<file path="config.mk">
export PLATFORM = sky130hd
export DESIGN_NAME = bus
export DESIGN_NICKNAME = d
export VERILOG_FILES = /design/src/design/bus_pkg.sv /design/src/design/bus_arbiter.sv /design/src/design/bus_master_mux.sv /design/src/design/bus_addr_dec.sv /design/src/design/bus_slave_mux.sv /design/src/design/bus.sv
export VERILOG_INCLUDE_DIRS = /design/src /design/src/include
export SDC_FILE = /design/constraint.sdc
export NUM_CORES = 1
export LEC_CHECK = 0
export BUFFER_PORTS_ARGS = -buffer_cell sky130_fd_sc_hd__buf_4
export CORE_AREA = 5 5 244 246
export DETAILED_ROUTE_END_ITERATION = 8
export DIE_AREA = 0 0 249 251
export REMOVE_ABC_BUFFERS = 1
export SYNTH_ARGS = -nofsm -noshare
export SYNTH_HDL_FRONTEND = slang
export SYNTH_SLANG_ARGS = --single-unit
</file>
<file path="constraint.sdc">
create_clock -name clk -period 3.4 [get_ports clk]
set_input_delay 0.68 -clock clk [delete_from_list [all_inputs] [get_ports clk]]
set_output_delay 0.68 -clock clk [all_outputs]
set_load 0.05 [all_outputs]
</file>
<file path="src/include/bus_defines.svh">
`ifndef BUS_DEFINES_SVH
`define BUS_DEFINES_SVH

// shared system bus sizing

// bus masters competing for ownership
`define BUS_MASTER_CH 4

// slaves behind the address decoder
`define BUS_SLAVE_CH 8

// word address, byte lanes not carried
`define BUS_ADDR_W 30

// read and write data width
`define BUS_DATA_W 32

// top address bits naming the slave
`define BUS_SLAVE_INDEX_W 3

`endif

</file>
<file path="src/design/bus_pkg.sv">
`default_nettype none

`include "bus_defines.svh"

package bus_pkg;

	// current bus owner, one per master
	typedef enum logic [1:0] {
		OWNER_M0 = 2'd0, // master 0, reset owner
		OWNER_M1 = 2'd1,
		OWNER_M2 = 2'd2,
		OWNER_M3 = 2'd3
	} bus_owner_t;

	// split view of a word address
	typedef struct packed {
		logic [`BUS_SLAVE_INDEX_W-1:0]             slave_index; // top bits pick the slave
		logic [`BUS_ADDR_W-`BUS_SLAVE_INDEX_W-1:0] offset;      // word inside the slave
	} bus_addr_fields_t;

	// one address word, read raw or as index plus offset
	typedef union packed {
		logic [`BUS_ADDR_W-1:0] raw;    // full word address
		bus_addr_fields_t       fields; // decoder view
	} bus_addr_u;

	// request a master drives toward the shared bus
	typedef struct packed {
		bus_addr_u              addr;    // word address
		logic                   as_n;    // address strobe, low active
		logic                   rw;      // 1 read, 0 write
		logic [`BUS_DATA_W-1:0] wr_data; // write payload
	} bus_mreq_t;

	// answer of one slave
	typedef struct packed {
		logic [`BUS_DATA_W-1:0] rd_data; // read payload
		logic                   rdy_n;   // ready, low active
	} bus_sresp_t;

endpackage

`default_nettype wire

</file>
<file path="src/design/bus_arbiter.sv">
`timescale 1ns/1ps
`default_nettype none

`include "bus_defines.svh"

module bus_arbiter (
	input  logic                      clk,
	input  logic                      rst_n,
	input  logic [`BUS_MASTER_CH-1:0] req_n,  // low active request per master
	output logic [`BUS_MASTER_CH-1:0] grnt_n, // low active grant per master
	output bus_pkg::bus_owner_t       owner   // registered owner for the mux
);
	import bus_pkg::*;

	bus_owner_t owner_next; // winner of this cycle's search
	logic [1:0] cand;       // master under inspection

	// Rotating priority search. The current owner is checked first, then the
	// masters after it with wraparound, so the owner keeps the bus while it
	// still requests. Walking the distance downward lets the nearest
	// requester overwrite any farther one.
	always_comb begin
		owner_next = owner; // park when nobody asks
		cand       = owner;
		for (int k = `BUS_MASTER_CH - 1; k >= 0; k--) begin
			cand = owner + 2'(k); // wraps over four masters
			if (!req_n[cand]) begin
				owner_next = bus_owner_t'(cand); // nearer one wins
			end
		end
	end

	// ownership register updated one cycle after the sampled request
	always_ff @(posedge clk) begin
		if (!rst_n) begin
			owner <= OWNER_M0; // master 0 parked after reset
		end else begin
			owner <= owner_next;
		end
	end

	// grant decode straight from the owner register
	always_comb begin
		grnt_n = '1; // all grants idle
		case (owner)
			OWNER_M0: begin
				grnt_n[0] = 1'b0; // master 0 owns
			end
			OWNER_M1: begin
				grnt_n[1] = 1'b0; // master 1 owns
			end
			OWNER_M2: begin
				grnt_n[2] = 1'b0; // master 2 owns
			end
			OWNER_M3: begin
				grnt_n[3] = 1'b0; // master 3 owns
			end
		endcase
	end

endmodule

`default_nettype wire

</file>
<file path="src/design/bus_master_mux.sv">
`timescale 1ns/1ps
`default_nettype none

`include "bus_defines.svh"

module bus_master_mux (
	input  bus_pkg::bus_owner_t                      owner, // from arbiter
	input  bus_pkg::bus_mreq_t [`BUS_MASTER_CH-1:0]  m_req, // every master's request
	output bus_pkg::bus_mreq_t                       m_bus  // shared request to slaves
);
	import bus_pkg::*;

	// Whole struct follows the owner. A non-owner's strobe, address and data
	// are dropped here and never reach the decoder or a slave.
	always_comb begin
		m_bus = m_req[0]; // overridden by the owner below
		case (owner)
			OWNER_M0: begin
				m_bus = m_req[0];
			end
			OWNER_M1: begin
				m_bus = m_req[1];
			end
			OWNER_M2: begin
				m_bus = m_req[2];
			end
			OWNER_M3: begin
				m_bus = m_req[3];
			end
		endcase
	end

endmodule

`default_nettype wire

</file>
<file path="src/design/bus_addr_dec.sv">
`timescale 1ns/1ps
`default_nettype none

`include "bus_defines.svh"

module bus_addr_dec (
	input  bus_pkg::bus_mreq_t               m_bus,      // shared request
	output logic [`BUS_SLAVE_CH-1:0]         cs_n,       // chip selects, low active
	output logic [`BUS_SLAVE_INDEX_W-1:0]    slave_index // for the response mux
);

	// index taken from the union's split view
	assign slave_index = m_bus.addr.fields.slave_index;

	// one select low, only with the strobe low
	always_comb begin
		cs_n = '1; // nothing selected while as_n high
		if (!m_bus.as_n) begin
			cs_n[slave_index] = 1'b0; // addressed slave
		end
	end

endmodule

`default_nettype wire

</file>
<file path="src/design/bus_slave_mux.sv">
`timescale 1ns/1ps
`default_nettype none

`include "bus_defines.svh"

module bus_slave_mux (
	input  logic [`BUS_SLAVE_INDEX_W-1:0]           slave_index, // from decoder
	input  logic                                    as_n,        // shared strobe
	input  bus_pkg::bus_sresp_t [`BUS_SLAVE_CH-1:0] s_resp_in,   // every slave's answer
	output bus_pkg::bus_sresp_t                     s_resp       // back to all masters
);
	import bus_pkg::*;

	// idle answer seen by the masters between transfers
	localparam bus_sresp_t RESP_IDLE = '{
		rd_data: {`BUS_DATA_W{1'b0}}, // no data on an idle bus
		rdy_n:   1'b1                 // never ready while idle
	};

	// Only the addressed slave is passed, and only under the strobe, so a
	// slave left driving ready low cannot end someone else's transfer.
	always_comb begin
		if (!as_n) begin
			s_resp = s_resp_in[slave_index]; // selected slave
		end else begin
			s_resp = RESP_IDLE;
		end
	end

endmodule

`default_nettype wire

</file>
<file path="src/design/bus.sv">
`timescale 1ns/1ps
`default_nettype none

`include "bus_defines.svh"

module bus (
	input  logic                                     clk,
	input  logic                                     rst_n,
	input  logic [`BUS_MASTER_CH-1:0]                req_n,     // master requests, low active
	output logic [`BUS_MASTER_CH-1:0]                grnt_n,    // master grants, low active
	input  bus_pkg::bus_mreq_t [`BUS_MASTER_CH-1:0]  m_req,     // master side requests
	output bus_pkg::bus_mreq_t                       m_bus,     // shared request to slaves
	output logic [`BUS_SLAVE_CH-1:0]                 cs_n,      // slave selects, low active
	input  bus_pkg::bus_sresp_t [`BUS_SLAVE_CH-1:0]  s_resp_in, // slave side responses
	output bus_pkg::bus_sresp_t                      s_resp     // shared response to masters
);
	import bus_pkg::*;

	bus_owner_t                    owner;       // registered owner
	logic [`BUS_SLAVE_INDEX_W-1:0] slave_index; // decoded slave number

	// only clocked block, owner register and grants
	bus_arbiter i_bus_arbiter (
		.clk    (clk),
		.rst_n  (rst_n),
		.req_n  (req_n),
		.grnt_n (grnt_n),
		.owner  (owner)
	);

	// owner's request onto the shared bus
	bus_master_mux i_bus_master_mux (
		.owner (owner),
		.m_req (m_req),
		.m_bus (m_bus)
	);

	// address to chip select
	bus_addr_dec i_bus_addr_dec (
		.m_bus       (m_bus),
		.cs_n        (cs_n),
		.slave_index (slave_index)
	);

	// selected slave back to the masters
	bus_slave_mux i_bus_slave_mux (
		.slave_index (slave_index),
		.as_n        (m_bus.as_n), // gates stray ready
		.s_resp_in   (s_resp_in),
		.s_resp      (s_resp)
	);

endmodule

`default_nettype wire

</file>
---- Yosys cells after proc, flatten, opt, wreduce, memory -nomap -nowiden ----
Cells that the tools add are included.
Widths: inputs -> output; s select.
word-level totals
  memory bits (read-only) ................. 0
  logic and storage cells ................. 40
  bits in registers ....................... 2
  bits in latches ......................... 0
  memories kept ........................... 0
  output and inout port bits .............. 109
  input port bits ......................... 526
  memory bits (writable) .................. 0
operators by class
  divide/modulo/power cells ............... 0
  shift-type cells ........................ 0
  mux-type cells .......................... 22
  eq/ne operators ......................... 4
  reduce and logical (&&, ||, !) cells .... 3
  $add $sub $neg .......................... 3
  $mul .................................... 0
  bitwise logic cells ..................... 1
  $lt $le $gt $ge ......................... 6
operators with widths
  kind                 count
  $pmux 64 s4          1
  $bmux 33 s3          1
  $mux 33              2
  $lt 2x3->1 const B   4
  $mux 1               9
  $bmux 1 s2           4
  $mux 8               1
  $not 8->8            1
  $mux 2               3
  $add 2x2->2 const B  2
  $eq 2x2->1 const B   2
  $lt 3x4->1 const B   1
  $demux 1 s3          1
  $ge 3x1->1 const B   1
  $ne 3x3->1 const B   1
  $add 2x1->2 const B  1
  $eq 2x1->1 const B   1
  $logic_not 2->1      1
  $reduce_and 2->1     1
  $logic_and 1x1->1    1

---- Depth between registers and ports, before layout ----
Gate-level depths: netlist of the first run.
  depth after elaboration ................. 8
  mapped depth ............................ 12
  mapped depth without buffers ............ 8

---- Hierarchy ----
Synthesis of the first run repeated with hierarchy kept, for this count alone.
unflattened totals
  cell total of the unflattened synthesis .. 290
  area, all modules ....................... 4,185.3 um2
modules (own cells, without submodules)
  module          times used  seq. area each (um2)  cells an instance  area an instance (um2)
  bus_slave_mux   1           0.0                   162                2,125.8
  bus_master_mux  1           0.0                   78                 1,622.8
  bus_arbiter     1           40.0                  39                 334.1
  bus_addr_dec    1           0.0                   11                 102.6

---- Worst setup path after synthesis of the first run ----
No wires, ideal clock.
  path type ............................... reg-to-output
  start point ............................. reg i_bus_arbiter.owner[0]
  end point ............................... out s_resp[0] (netlist name)
  arrival ................................. 3,929 ps
  setup slack ............................. -1,209 ps
  stages on the path, launching flop included .. 9
  data required time ...................... 2,720 ps
  buffers on the path ..................... 2
  cells stage by stage .................... dfxtp_1 > clkbuf_1 > inv_1 > ha_1 > clkbuf_1 > nor2b_1 > nor2_1 > a211oi_1 > o41ai_1
RTL lines
  what                      line               source
  start: declaration        bus_arbiter.sv:11  output bus_pkg::bus_owner_t owner
  start signal: assignment  bus_arbiter.sv:38  owner <= owner_next;
  end: declaration          bus.sv:15          output bus_pkg::bus_sresp_t s_resp

==> reports/metrics.cfg, run 1 <==
[global_route]
antenna_found_initial = 17
grt_pass1_vias = 8675
grt_max_degree = 51
met3_usage_pct = 3.25
met1_usage_pct = 13.5
grt_usage_pct = 12.2
grt_pass1_wl_um = 57700
grtUsageMet2_pct = 22.9
grt_overflow = 0
busiest_layer = met2

[timing]
slew_violations = 0
hold_viol = 0
max_freq_mhz = 297
finalSetupViolations = 0
tightest_slew_ps = 656
slew_headroom_pct = 55.3
fin_worst_skew_ps = 1.30
fin_crit_ps = 3370
fin_ws_ps = 32.8
rsz0062_at_grt = true
fin_crit_sh_pct = 99.0

[synth]
synth_area_um2 = 4240
synth_warnings = 0
syn_inst = 686
yosys.area.top_type_share_pct = 22.7
ys_top_cells_by_area = mux2i_1 23%, nand2_1 19%, a222oi_1 15%
syn-mean-instance-area_um2 = 6.18
synth_cell_types = 37
yosysTopAreaCell = mux2i_1
yosysSeqAreaShare_pct = 0.944
synth_seq_cells = 2

[layout]
fin_nets = 1893
top_register = i_bus_arbiter.owner
final_common_cell = buf_4
syn_to_final_growth_pct = 165
reg_top3 = i_bus_arbiter.owner (2)
largest_reg_flops = 2
fill_cells = 6467
fin_util_pct = 19.7
drive_gt1_share_pct = 58.3
final_cell_mix = 679 x buf_4, 204 x nand2_1, 95 x mux2i_1

[clock_network]
cts_tree = yes
htree_levels = 1
cts_hold_buf = 0
clk_latency_ps = 220
cts_buffers = 3
cts.clk_slew.worst_paths_ps = 30
cts_root_buffer = clkbuf_16
clk_path_buf_depth = 2
clock_sinks = 2

[route]
drtAntennaViolNets = 0
wl_um = 43000
drc = 0
drt_iter0_markers = 617
drtPass1Iterations = 8
vias = 8359
via_per_inst = 3.92
post_drt_wl_per_cell_um = 20.2

[critical_path]
cp_common_cell = buf_4
crit_type = flop to primary output
cp-end-kind = primary output
path_buf_inv = 7
worst-path-max-fanout = 10
worst_path_max_delay_cell = dfxtp_4
worstSetupStartpointType = flop
cpPeakStageDelay_ps = 380
worstPathArrival_ps = 2690
crit_chain = inv_2 -> buf_4 -> ha_4 -> buf_6 -> nor2b_2 -> a22o_2 -> buf_12 -> buf_6 -> buf_4 -> a221oi_2 -> o41ai_2 -> buf_4
required_ps = 2720
critPathTopFamily = buffers and inverters

[min_path]
hold_path_class = flop to flop

[pwr]
power.leakage_nw = 5.83
peakVddDrop_mv = 0.772
powerDensity_nw_per_um2 = 1310

[floorplan]
rows = 88
die-area_um2 = 62500
initial_core_util_pct = 7.42
die_w_um = 249
core_area_um2 = 57100
pin_count = 635
die_h_um = 251

[run]
drv_cap = 0

[placed_design]
portBuffers = 634
place_congestion = 0.928
hpwl_um = 36300
dp_worst_setup_slack_ps = -222

[run_status]
status = completed

-- final timing paths --
kind              cells after the start                    from                      to  slack, ps
setup / recovery                     12  i_bus_arbiter.owner[1]               s_resp[0]         30
hold / removal                        3  i_bus_arbiter.owner[0]  i_bus_arbiter.owner[0]        710
setup reg to reg                      6  i_bus_arbiter.owner[1]  i_bus_arbiter.owner[0]       1640
hold reg to reg                       3  i_bus_arbiter.owner[0]  i_bus_arbiter.owner[0]        710
-- kinds of logic (layout without fill, tap and decap cells) --
kind of cell,count (synthesis),in the layout,synth area share (%)
compound gates,146,146,29.9
fa+ha+maj,5,5,1.47
buf+inv,142,815,14.3
flops,2,2,0.944
mux,100,101,24.0
other cells,0,7,0
simple gates,291,291,29.4
-- repair_timing --
| action | in CTS | in global routing |
|---|---|---|
| pin swaps | 11 | 23 |
| cloned | 3 | 3 |
| gates resized for setup | 33 | 71 |
| setup buffers | 9 | 3 |
| setup endpoints to repair | 38 | 40 |
-- cell type report --
| class | count | area [um2] | share of cell area [%] |
|---|---|---|---|
| timing repair buffer | 742 | 6030 | 53.6 |
| sequential | 2 | 47.5 | 0.422 |
| antenna | 7 | 17.5 | 0.156 |
| clock buffer | 3 | 75.1 | 0.667 |
| multi-input combinational | 543 | 3850 | 34.2 |
| tap | 765 | 957 | 8.50 |
| inverter | 70 | 282 | 2.50 |
-- Yosys cell counts (all sizes together) --
cell / instances
and3: 34
nand2b: 3
mux2: 3
o21ai: 3
buf: 37
nand2: 211
dfxtp: 2
inv: 70
ha: 5
a211oi: 3
and2b: 1
a221oi: 1
nor2b: 2
a21oi: 3
nand3: 33
a221o: 1
mux4: 1
nor2: 4
a222oi: 62
a31oi: 33
mux2i: 96
clkbuf: 35
a22o: 4
a32oi: 32
and2: 2
and4: 1
o41ai: 1
o31ai: 2
a21boi: 1
-- report_power, final --
part / internal [mW] / switching (mW)
sequential: 0.0439 / 0.0309
clock: 0.149 / 0.0250
combinational: 5.72 / 8.74
total: 5.91 / 8.79
-- worst register-to-register path, stage by stage (launching register included) --
cell and delay [ps]:
dfxtp_4 380, inv_2 60, buf_4 160, ha_1 340, mux4_2 300, a21oi_1 220
mux2i_1 200
-- layer usage --
metal / vias to the layer above / wire [um]
met5: - / 27
met3: 74 / 3430
met2: 549 / 22000
li1: 3912 / -
met4: 4 / 1470
met1: 3820 / 16100
-- through the flow --
step / hold WS, ps / power [mW] / instance area, um2 / instances / setup TNS, ps
global placement: 712 / 13.2 / 10600 / 2106 / -6070
CTS: 705 / 14.0 / 10900 / 2119 / 0
finish: 705 / 14.7 / 11300 / 2132 / 0
global route: 726 / 15.4 / 11300 / 2129 / -316
detailed placement: 687 / 13.2 / 10600 / 2106 / -5730
floorplan: 539 / 7.99 / 3900 / 614 / -327150
Note: power is estimated with default switching activity, not from simulation.
==> run 2: changes to the inputs <==
==> constraint.sdc (replaced) <==
create_clock -name clk -period 3.9 [get_ports clk]
set_input_delay 1.17 -clock clk [delete_from_list [all_inputs] [get_ports clk]]
set_output_delay 1.17 -clock clk [all_outputs]
set_load 0.05 [all_outputs]
==> run 2 against run 1 <==
  * The flow now finishes with violations (negative setup slack)
  * Power down 8.3%
  * Wire length up 0.31%
  * Core utilization up 0.56 points
  * Non-clock buffer count up 10
  * Final cell count up 0.19%
  * First-iteration DRC count up 8.6%
  * Hold slack worse by 42 ps
==> reports/metrics.cfg, run 2 (synthesis gave the netlist of run 1 again) <==
[layout]
fin_nets = 1902
syn_to_final_growth_pct = 173
top_register = i_bus_arbiter.owner
fin_util_pct = 20.3
reg_top3 = i_bus_arbiter.owner (2)
largest_reg_flops = 2
fin_cells = 2136
final_cell_mix = 661 x buf_4, 207 x nand2_1, 95 x mux2i_1
finish.instance_area_um2 = 11600
final_common_cell = buf_4
drive_gt1_share_pct = 58.7

[timing]
slew_violations = 0
worst_hold_slack_ps = 663
fin_worst_skew_ps = 3.20
finalSetupViolations = 35
fin_crit_sh_pct = 106
tightest_slew_ps = 625
setup_tns_ps = -6510
max_freq_mhz = 242
fin_ws_ps = -227
slew_headroom_pct = 58.3
rsz0062_at_grt = true
hold_viol = 0
fin_crit_ps = 4130

[critical_path]
worst_path_max_delay_cell = a222oi_1
required_ps = 2730
worstSetupStartpointType = input pin
crit_type = input pin to primary output
path_buf_inv = 6
worstPathArrival_ps = 2960
cpPeakStageDelay_ps = 310
cp-end-kind = primary output
rr_startpoint = i_bus_arbiter.owner[1]
crit_chain = buf_6 -> a222oi_1 -> buf_4 -> buf_6 -> inv_2 -> a22o_4 -> buf_12 -> a221oi_2 -> o41ai_2 -> buf_4
worst-path-max-fanout = 5
critPathTopFamily = compound AO/OA/AOI/OAI gates
critPathLaunch = m_req[254]

[run_status]
status = complete, but fails checks
violations = negative setup slack

[clock_network]
cts.clk_slew.worst_paths_ps = 30
cts_tree = yes
cts_buffers = 3
htree_levels = 1
clock_sinks = 2
clk_latency_ps = 220
cts_root_buffer = clkbuf_16
clk_path_buf_depth = 2

[min_path]
hold_path_class = flop to flop
hold_path.startpoint = i_bus_arbiter.owner[0]

[global_route]
grt_overflow = 0
grt_usage_pct = 12.2
antenna_found_initial = 12
grt_max_degree = 51
grt_pass1_wl_um = 57200
grt_pass1_vias = 8656

[route]
drc = 0
post_drt_wl_per_cell_um = 20.2
drtAntennaViolNets = 0
drtPass1Iterations = 9
vias = 8420
wl_um = 43200
drt_iter0_markers = 670
via_per_inst = 3.94

[run]
drv_cap = 0

[placed_design]
placed_area_um2 = 10600
dp_worst_setup_slack_ps = -609
portBuffers = 634
hpwl_um = 35800
place_congestion = 0.938
dp_cells = 2108

[floorplan]
die-area_um2 = 62500
rows = 88
core_area_um2 = 57100
die_h_um = 251
die_w_um = 249
initial_core_util_pct = 7.42
pin_count = 635

[pwr]
powerDensity_nw_per_um2 = 1160
power.leakage_nw = 5.94
peakVddDrop_mv = 0.554
total_power_mw = 13.5

[run 2: power by group]
group          total [mW]  leakage, nW  internal [mW]  switching, mW
registers          0.0453       0.0169         0.0327         0.0126
clock network       0.153       0.0370          0.130         0.0228
logic                13.3         5.89           5.48           7.81
total                13.5         5.94           5.65           7.84
[run 2: final cells by class]
cell class                      instances  area [um2]
Fill cell                            6372       45600
Tap cell                              765         957
Sequential cell                         2        41.3
Inverter                               70         275
Antenna cell                            2        5.00
Timing Repair Buffer                  752        6340
Multi-Input combinational cell        542        3880
Clock buffer                            3        75.1
[run 2: path summary, 6_finish.rpt]
path                                          endpoint  slack [ps]  cells after the start
worst max-delay path                         s_resp[0]        -230                     10
worst min-delay path            i_bus_arbiter.owner[0]         660                      3
worst max register to register  i_bus_arbiter.owner[0]        2180                      6
worst min register to register  i_bus_arbiter.owner[0]         660                      3
[run 2: worst min-delay path: cells and delay by family, from the launching register on]
kind,cells,cell delay [ps]
muxes,1,60
and+or+nand+nor,1,60
buffers and inverters,1,170
DFF,1,330
[run 2: layer usage]
metal	global-route usage, %	share of wire (%)	vias up
li1	-	-	3921
met1	13.4	37	3843
met2	22.9	51	569
met3	2.75	8.0	83
met4	4.27	4.6	4
met5	0	0.063	-
[run 2: timing repair]
item,CTS,global route
gates resized for setup,93,30
hold buffers,0,0
gates cloned,5,4
endpoints found under the setup margin,41,40
pin swaps,40,18
setup buffers,16,0
